`src/rtl/IntExecTypes.sv`:
```
// Shared definitions for the integer execution cluster
// Widths, lane count and instruction size
// Opcode and condition enums
// Issue, result and redirect structs

package IntExecTypes;

    localparam int DATA_WIDTH  = 32;
    localparam int LANE_COUNT  = 2;
    localparam int INSN_BYTES  = 4;
    localparam int OP_ID_WIDTH = 6;

    typedef logic [DATA_WIDTH-1:0] DataPath;
    typedef logic [OP_ID_WIDTH-1:0] OpId;

    // Functional unit class of a micro-op
    typedef enum logic [2:0] {
        OP_ALU,
        OP_SHIFT,
        OP_BRANCH,
        OP_JALR,
        OP_SELECT
    } IntOpType;

    typedef enum logic [2:0] {
        ALU_ADD,
        ALU_SUB,
        ALU_AND,
        ALU_OR,
        ALU_XOR,
        ALU_SLT,
        ALU_SLTU
    } AluCode;

    typedef enum logic [1:0] {
        SH_SLL,
        SH_SRL,
        SH_SRA
    } ShiftCode;

    // Used by branches and by the select op
    typedef enum logic [2:0] {
        COND_EQ,
        COND_NE,
        COND_LT,
        COND_LTU,
        COND_GE,
        COND_GEU,
        COND_AL
    } CondCode;

    typedef struct packed {
        logic     valid;
        OpId      opId;
        IntOpType opType;
        AluCode   aluCode;
        ShiftCode shiftCode;
        CondCode  cond;
        DataPath  pc;
        DataPath  operandA;
        DataPath  operandB;       // Shift amount in the low bits
        DataPath  disp;
        logic     predTaken;
        DataPath  predAddr;
    } IntIssueOp;

    typedef struct packed {
        logic    valid;
        OpId     opId;
        DataPath data;
    } IntExecResult;

    typedef struct packed {
        OpId     opId;
        DataPath brAddr;
        DataPath nextAddr;
        logic    taken;
    } BranchRedirect;

endpackage

```
`src/rtl/IntAlu.sv`:
```
// Integer ALU and barrel shifter for one execution lane
// Arithmetic, logic and compare ops plus SLL, SRL and SRA

`timescale 1ns/1ps

module IntAlu (
    input  IntExecTypes::AluCode   aluCode,
    input  IntExecTypes::ShiftCode shiftCode,
    input  logic                   isShift,
    input  IntExecTypes::DataPath  opA,
    input  IntExecTypes::DataPath  opB,
    output IntExecTypes::DataPath  dataOut
);

    logic [$clog2(IntExecTypes::DATA_WIDTH)-1:0] shiftAmount;
    IntExecTypes::DataPath aluValue;
    IntExecTypes::DataPath shiftValue;

    assign shiftAmount = opB[$clog2(IntExecTypes::DATA_WIDTH)-1:0];

    always_comb begin
        case (aluCode)
            IntExecTypes::ALU_ADD:  aluValue = opA + opB;
            IntExecTypes::ALU_SUB:  aluValue = opA - opB;
            IntExecTypes::ALU_AND:  aluValue = opA & opB;
            IntExecTypes::ALU_OR:   aluValue = opA | opB;
            IntExecTypes::ALU_XOR:  aluValue = opA ^ opB;
            // Compares return 0 or 1
            IntExecTypes::ALU_SLT: begin
                aluValue = IntExecTypes::DataPath'($signed(opA) < $signed(opB));
            end
            IntExecTypes::ALU_SLTU: begin
                aluValue = IntExecTypes::DataPath'(opA < opB);
            end
            default: aluValue = opA + opB;
        endcase
    end

    always_comb begin
        case (shiftCode)
            IntExecTypes::SH_SLL: shiftValue = opA << shiftAmount;
            IntExecTypes::SH_SRL: shiftValue = opA >> shiftAmount;
            // Arithmetic shift keeps the sign bit
            IntExecTypes::SH_SRA: shiftValue = $signed(opA) >>> shiftAmount;
            default:              shiftValue = opA;
        endcase
    end

    assign dataOut = isShift ? shiftValue : aluValue;

endmodule

```
`src/rtl/BranchResolver.sv`:
```
// Branch resolution for one execution lane
// Condition check, target and link address, misprediction detection

`timescale 1ns/1ps

module BranchResolver (
    input  IntExecTypes::IntIssueOp op,
    output logic                    condTrue,
    output logic                    taken,
    output IntExecTypes::DataPath   nextAddr,
    output IntExecTypes::DataPath   linkAddr,
    output logic                    mispredict
);

    logic                  isBranch;
    IntExecTypes::DataPath target;

    always_comb begin
        case (op.cond)
            IntExecTypes::COND_EQ:  condTrue = (op.operandA == op.operandB);
            IntExecTypes::COND_NE:  condTrue = (op.operandA != op.operandB);
            IntExecTypes::COND_LT:  condTrue = ($signed(op.operandA) < $signed(op.operandB));
            IntExecTypes::COND_LTU: condTrue = (op.operandA < op.operandB);
            IntExecTypes::COND_GE:  condTrue = ($signed(op.operandA) >= $signed(op.operandB));
            IntExecTypes::COND_GEU: condTrue = (op.operandA >= op.operandB);
            IntExecTypes::COND_AL:  condTrue = 1'b1;
            default:                condTrue = 1'b1;
        endcase
    end

    assign isBranch = (op.opType == IntExecTypes::OP_BRANCH) ||
                      (op.opType == IntExecTypes::OP_JALR);

    // JALR is unconditional
    assign taken = (op.opType == IntExecTypes::OP_JALR) ||
                   (op.opType == IntExecTypes::OP_BRANCH && condTrue);

    always_comb begin
        if (op.opType == IntExecTypes::OP_JALR) begin
            // Register-indirect target with bit 0 cleared
            target = (op.operandA + op.disp) & ~IntExecTypes::DataPath'(1);
        end else begin
            target = op.pc + op.disp;
        end
    end

    assign linkAddr = op.pc + IntExecTypes::DataPath'(IntExecTypes::INSN_BYTES);
    assign nextAddr = taken ? target : linkAddr;

    // Wrong direction, or right direction with a wrong target
    assign mispredict = op.valid && isBranch &&
                        ((taken != op.predTaken) || (taken && op.predAddr != nextAddr));

endmodule

```
`src/rtl/IntExecLane.sv`:
```
// One integer execution lane
// Pipeline register, result selection by op type
// Pending redirect register and issue back-pressure

`timescale 1ns/1ps

module IntExecLane (
    input  logic                        clock,
    input  logic                        reset,
    input  IntExecTypes::IntIssueOp     issueOp,
    output logic                        issueReady,
    output IntExecTypes::IntExecResult  result,
    output logic                        redirectReq,
    output IntExecTypes::BranchRedirect redirectInfo,
    input  logic                        redirectDone
);

    logic                    pipeValid;
    IntExecTypes::IntIssueOp pipeOp;
    IntExecTypes::IntIssueOp curOp;
    IntExecTypes::DataPath   aluOut;
    IntExecTypes::DataPath   nextAddr;
    IntExecTypes::DataPath   linkAddr;
    logic                    condTrue;
    logic                    taken;
    logic                    mispredict;

    always_ff @(posedge clock) begin
        if (reset) begin
            pipeValid <= 1'b0;
        end else begin
            pipeValid <= issueOp.valid && issueReady;
        end
    end

    always_ff @(posedge clock) begin
        if (issueOp.valid && issueReady) begin
            pipeOp <= issueOp;
        end
    end

    // Stage view of the op with the registered valid bit
    always_comb begin
        curOp = pipeOp;
        curOp.valid = pipeValid;
    end

    IntAlu u_alu (
        .aluCode   (curOp.aluCode),
        .shiftCode (curOp.shiftCode),
        .isShift   (curOp.opType == IntExecTypes::OP_SHIFT),
        .opA       (curOp.operandA),
        .opB       (curOp.operandB),
        .dataOut   (aluOut)
    );

    BranchResolver u_branch (
        .op         (curOp),
        .condTrue   (condTrue),
        .taken      (taken),
        .nextAddr   (nextAddr),
        .linkAddr   (linkAddr),
        .mispredict (mispredict)
    );

    always_comb begin
        result.valid = curOp.valid;
        result.opId = curOp.opId;
        case (curOp.opType)
            IntExecTypes::OP_BRANCH, IntExecTypes::OP_JALR: result.data = linkAddr;
            IntExecTypes::OP_SELECT: begin
                result.data = condTrue ? curOp.operandA : curOp.operandB;
            end
            default: result.data = aluOut;
        endcase
    end

    // Request rises as the mispredicted branch leaves the stage
    always_ff @(posedge clock) begin
        if (reset) begin
            redirectReq <= 1'b0;
        end else if (mispredict) begin
            redirectReq <= 1'b1;
        end else if (redirectDone) begin
            redirectReq <= 1'b0;
        end
    end

    always_ff @(posedge clock) begin
        if (mispredict) begin
            redirectInfo.opId <= curOp.opId;
            redirectInfo.brAddr <= curOp.pc;
            redirectInfo.nextAddr <= nextAddr;
            redirectInfo.taken <= taken;
        end
    end

    // Also stall while a mispredict sits in the stage, so none is lost
    assign issueReady = !redirectReq && !mispredict;

endmodule

```
`src/rtl/RedirectArbiter.sv`:
```
// Round-robin arbiter for the shared redirect bus
// Four-phase valid/ack handshake toward fetch, done pulse to the owning lane

`timescale 1ns/1ps

module RedirectArbiter (
    input  logic                                    clock,
    input  logic                                    reset,
    input  logic [IntExecTypes::LANE_COUNT-1:0]     redirectReq,
    input  IntExecTypes::BranchRedirect             redirectInfo [IntExecTypes::LANE_COUNT],
    output logic [IntExecTypes::LANE_COUNT-1:0]     redirectDone,
    output logic                                    redirectValid,
    output IntExecTypes::BranchRedirect             redirect,
    input  logic                                    redirectAck
);

    typedef enum logic [1:0] {
        ARB_IDLE,
        ARB_WAIT_ACK,
        ARB_WAIT_RELEASE
    } ArbState;

    typedef logic [$clog2(IntExecTypes::LANE_COUNT)-1:0] LaneIdx;

    ArbState                     state;
    LaneIdx                      rrPtr;
    LaneIdx                      owner;
    LaneIdx                      pick;
    logic                        grant;
    IntExecTypes::BranchRedirect busData;

    // Search from the pointer, lowest offset wins
    always_comb begin
        pick = rrPtr;
        for (int k = IntExecTypes::LANE_COUNT - 1; k >= 0; k--) begin
            if (redirectReq[(int'(rrPtr) + k) % IntExecTypes::LANE_COUNT]) begin
                pick = LaneIdx'((int'(rrPtr) + k) % IntExecTypes::LANE_COUNT);
            end
        end
    end

    // Skip the cycle of a done pulse, the owner's request is still up
    assign grant = (state == ARB_IDLE) && (|redirectReq) && !(|redirectDone);

    always_ff @(posedge clock) begin
        if (reset) begin
            state <= ARB_IDLE;
            rrPtr <= '0;
            owner <= '0;
            redirectValid <= 1'b0;
            redirectDone <= '0;
        end else begin
            redirectDone <= '0;
            case (state)
                ARB_IDLE: begin
                    if (grant) begin
                        owner <= pick;
                        rrPtr <= LaneIdx'((int'(pick) + 1) % IntExecTypes::LANE_COUNT);
                        redirectValid <= 1'b1;
                        state <= ARB_WAIT_ACK;
                    end
                end
                ARB_WAIT_ACK: begin
                    if (redirectAck) begin
                        redirectValid <= 1'b0;
                        state <= ARB_WAIT_RELEASE;
                    end
                end
                ARB_WAIT_RELEASE: begin
                    if (!redirectAck) begin
                        redirectDone[owner] <= 1'b1;
                        state <= ARB_IDLE;
                    end
                end
                default: state <= ARB_IDLE;
            endcase
        end
    end

    // Bus data stays stable for the whole handshake
    always_ff @(posedge clock) begin
        if (grant) begin
            busData <= redirectInfo[pick];
        end
    end

    assign redirect = busData;

endmodule

```
`src/rtl/IntExecCluster.sv`:
```
// Two-lane integer execution cluster
// Lane instances and the redirect bus arbiter

`timescale 1ns/1ps

module IntExecCluster (
    input  logic                                clock,
    input  logic                                reset,
    input  IntExecTypes::IntIssueOp             issueOp    [IntExecTypes::LANE_COUNT],
    output logic [IntExecTypes::LANE_COUNT-1:0] issueReady,
    output IntExecTypes::IntExecResult          result     [IntExecTypes::LANE_COUNT],
    output logic                                redirectValid,
    output IntExecTypes::BranchRedirect         redirect,
    input  logic                                redirectAck
);

    logic [IntExecTypes::LANE_COUNT-1:0] redirectReq;
    logic [IntExecTypes::LANE_COUNT-1:0] redirectDone;
    IntExecTypes::BranchRedirect         redirectInfo [IntExecTypes::LANE_COUNT];

    for (genvar i = 0; i < IntExecTypes::LANE_COUNT; i++) begin : gLane
        IntExecLane u_lane (
            .clock        (clock),
            .reset        (reset),
            .issueOp      (issueOp[i]),
            .issueReady   (issueReady[i]),
            .result       (result[i]),
            .redirectReq  (redirectReq[i]),
            .redirectInfo (redirectInfo[i]),
            .redirectDone (redirectDone[i])
        );
    end

    // Single owner of the redirect bus toward fetch
    RedirectArbiter u_arbiter (
        .clock         (clock),
        .reset         (reset),
        .redirectReq   (redirectReq),
        .redirectInfo  (redirectInfo),
        .redirectDone  (redirectDone),
        .redirectValid (redirectValid),
        .redirect      (redirect),
        .redirectAck   (redirectAck)
    );

endmodule

```
`config.mk`:
```
export PLATFORM = sky130hd
export DESIGN_NAME = IntExecCluster
export DESIGN_NICKNAME = d
export VERILOG_FILES = /design/src/rtl/IntExecTypes.sv /design/src/rtl/IntAlu.sv /design/src/rtl/BranchResolver.sv /design/src/rtl/IntExecLane.sv /design/src/rtl/RedirectArbiter.sv /design/src/rtl/IntExecCluster.sv
export SDC_FILE = /design/constraint.sdc
export NUM_CORES = 2
export LEC_CHECK = 0
export ABC_AREA = 1
export CORE_MARGIN = 3
export CORE_UTILIZATION = 40
export DETAILED_ROUTE_END_ITERATION = 10
export DONT_BUFFER_PORTS = 1
export PLACE_DENSITY = 0.54
export SLEW_MARGIN = 20
export SYNTH_ARGS = -nofsm -noshare
export SYNTH_HDL_FRONTEND = slang
export SYNTH_SLANG_ARGS = --single-unit
```
`constraint.sdc`:
```
create_clock -name clock -period 8.1 [get_ports clock]
set_clock_uncertainty 0.15 [all_clocks]
set_input_delay 0.405 -clock clock [delete_from_list [all_inputs] [get_ports clock]]
set_output_delay 0.405 -clock clock [all_outputs]
set_load 0.05 [all_outputs]
```
==> results.py <==
metrics = {
    "synthesis": {
        "synth_area_leader_cell": "edfxtp_1",
        "yosysWarnings": 0,
        "avgSynthCellArea_um2": 7.23,
        "synth_fp_nets": 7493,
        "yosys.area.top_type_share_pct": 34.7,
        "async_reset_ff_share_pct": 0,
        "synth.area.top_cells": "edfxtp_1 (35%), nand2_1 (13%), ha_1 (8.1%)",
        "ys_seq_elements": 580,
        "yosysSeqAreaShare_pct": 35.2,
        "synth.distinct_cells": 69,
        "synth_flop_cell": "edfxtp_1",
        "syn-cell-area_mm2": 0.0492,
        "synth_edf_count": 569,
        "syn_inst": 6806,
    },
    "cts": {
        "clkTransAtPathRegs_ns": 0.07,
        "cts-buffers-inserted": 68,
        "htree_levels": 3,
        "cts.sinks": 580,
        "post_cts_buffers": 0,
        "insertion_delay_ns": 0.71,
        "cts_tree": "yes",
        "ctsLongestPathBuffers": 3,
        "clockRootBuffer": "clkbuf_16",
    },
    "worst_setup_path": {
        "r2r_cells": 24,
        "startpoint": "gLane[1].u_lane.curOp[65]",
        "crit_arrival_ns": 6.73,
        "cp_max_fo": 56,
        "worstSetupPathType": "reg -> out",
        "cp-end-kind": "output pin",
        "reg2reg_from": "gLane[1].u_lane.curOp[65]",
        "cp-start-kind": "flop",
        "crit_required_ns": 7.55,
    },
    "status": {
        "status": "finished clean",
    },
    "route": {
        "drc_errors": 0,
        "drt_pass1_iterations": 7,
        "dr_total_vias": 50900,
        "avgRoutedWirePerCell_um": 27.0,
        "antenna_left": 0,
        "viasPerCell": 5.81,
        "drt-total-wl_um": 237000,
        "drtIter0Drc": 6430,
    },
    "hold_path": {
        "min_delay_path_depth": 2,
        "min_path_type": "in -> reg",
        "holdCritStartpoint": "issueOp[357]",
    },
    "timing": {
        "fin_tns_setup_ns": 0,
        "hold_viol": 0,
        "fmax_mhz": 137,
        "slew_headroom_pct": 17.6,
        "slew_violations": 0,
        "setup_viol": 0,
        "rsz0062_at_grt": "no",
        "min_period_over_period_pct": 89.9,
        "fin_crit_ns": 7.28,
        "worst_pin_slew_ns": 1.23,
    },
    "grt": {
        "first_global_vias": 47600,
        "grt_use_total_pct": 35.8,
        "grt_max_degree": 92,
        "grt_pass1_wl_um": 334000,
        "antenna_found_initial": 20,
        "grt-ovfl-total": 0,
    },
    "floorplanning": {
        "die_w_um": 357,
        "die-area_mm2": 0.127,
        "start_util_pct": 40.3,
        "die_h_um": 357,
        "core-area_mm2": 0.122,
        "ios": 513,
        "rows": 128,
    },
    "layout": {
        "layout_commonest_cell": "nand2_1",
        "num-nets-final": 7768,
        "fillCellCount": 12400,
        "drive_above_1_share_pct": 5.71,
        "syn_to_final_growth_pct": 16.0,
        "final_cell_mix": "nand2_1 (1693), inv_1 (818), a21oi_1 (628)",
    },
    "power": {
        "fin_total_pwr_mw": 10.5,
        "peakVddDrop_uv": 202,
        "power_leakage_nw": 25.1,
        "p_per_area_mw_per_mm2": 184,
    },
    "place": {
        "hpwl_um": 187000,
        "io_buffers": 0,
        "gp_congestion": 1.06,
    },
    "run": {
        "drv_cap": 0,
    },
}
[critical path: stages, from the launching register on]
cell and delay (ns):
edfxtp_1 0.58, inv_2 0.79, ha_1 0.41, nor3_1 0.40, nand3_1 0.20, nor2_2 0.18
o21ai_1 0.07, nor2_1 0.09, nand2_1 0.06, nor2_1 0.12, nand3_2 0.21, nand2_4 0.45
nand2_4 0.46, nand2_1 0.21, nand3b_1 0.09, nand2_1 0.07, nand2_1 0.05, nor2_1 0.20
nand2_1 0.12, nor2_1 0.13, nand3_1 0.14, nand2_2 0.12, clkinv_2 0.36, nor2_1 0.20
buf_4 0.24
[routing by layer]
| metal | up-vias | track usage (%) | routed length [µm] |
|---|---|---|---|
| met2 | 2651 | 54.3 | 101000 |
| met3 | 495 | 7.22 | 22200 |
| met4 | 8 | 19.6 | 15800 |
| met5 | - | 0 | 47 |
| met1 | 24000 | 47.8 | 97700 |
| li1 | 23800 | - | - |
[synth_stat cells (all sizes together) (27+ instances only)]
master and count:
nand2 1715, inv 860, a21oi 633, o21ai 623
edfxtp 569, nor2 527, nand3 389, ha 318
clkbuf 184, o211ai 115, buf 111, xor2 76
nor3 69, o22ai 53, nand4 50, o2111ai 46
o221ai 45, or2 42, a21o 38, nand3b 35
a31oi 34, o21bai 31, nor4 28, mux2i 27
[state kept, by name, indices dropped and copies added (netlist names)]
signal / cells
gLane.u_lane.curOp: 344
gLane.u_lane.redirectInfo: 142
u_arbiter.redirect: 71
gLane.u_lane.result: 12
gLane.u_lane.pipeValid: 2
gLane.u_lane.redirectReq: 2
u_arbiter.redirectDone: 2
u_arbiter.state: 2
u_arbiter.owner: 1
u_arbiter.redirectValid: 1
u_arbiter.rrPtr: 1
[report_power, final]
group	total, mW	internal [mW]	switching (mW)	leakage [nW]
clock network	3.18	1.74	1.43	1.09
logic	3.53	1.03	2.50	18.6
registers	3.80	3.50	0.297	5.48
total	10.5	6.27	4.23	25.1
[through the flow]
step	std cells	utilization [%]	setup slack, ns	hold WS [ns]	cell area, µm²
floorplan	6806	-	0.251	0.242	49200
global placement	8269	41.9	1.51	0.258	51100
detailed placement	8275	42.0	1.44	0.263	51200
CTS	8755	46.8	0.884	0.0811	57100
global route	8762	46.8	0.378	0.113	57100
finish	8770	46.8	0.820	0.115	57100
[path summary, 6_finish.rpt]
path | to | slack [ns]
setup / recovery | issueReady[1] | 0.82
hold / removal | gLane[0].u_lane.curOp[16] | 0.12
setup reg to reg | gLane[1].u_lane.curOp[135] | 1.19
hold reg to reg | u_arbiter.redirectDone[0] | 0.27
[area by class of cell]
cell class                 count  area (µm²)  area share (%)
clock buffer                  77        1740            3.04
timing repair buffer         500        4720            8.26
multi-input combinational   5061       27500            48.1
antenna                       14        35.0          0.0613
tap                         1625        2030            3.56
inverter                     870        3280            5.74
sequential                   580       17300            30.3
clock inverter                43         519           0.909
[repair_timing]
item / 4_1_cts / 5_1_grt
hold buffers: 360 / 0
hold endpoints to repair: 367 / 0
resized for setup: 0 / 0
[kinds of logic after synthesis]
| logic type | Yosys count | synth area share, % |
|---|---|---|
| AOI/OAI and AO/OA | 1747 | 20.5 |
| xor gates and xnor gates | 94 | 1.67 |
| and+or+nand+nor | 2867 | 24.4 |
| DFF | 580 | 35.2 |
| muxes | 27 | 0.549 |
| adders and majority gates | 326 | 8.41 |
| buffers and inverters | 1165 | 9.30 |
(Power assumes the default switching activity.)
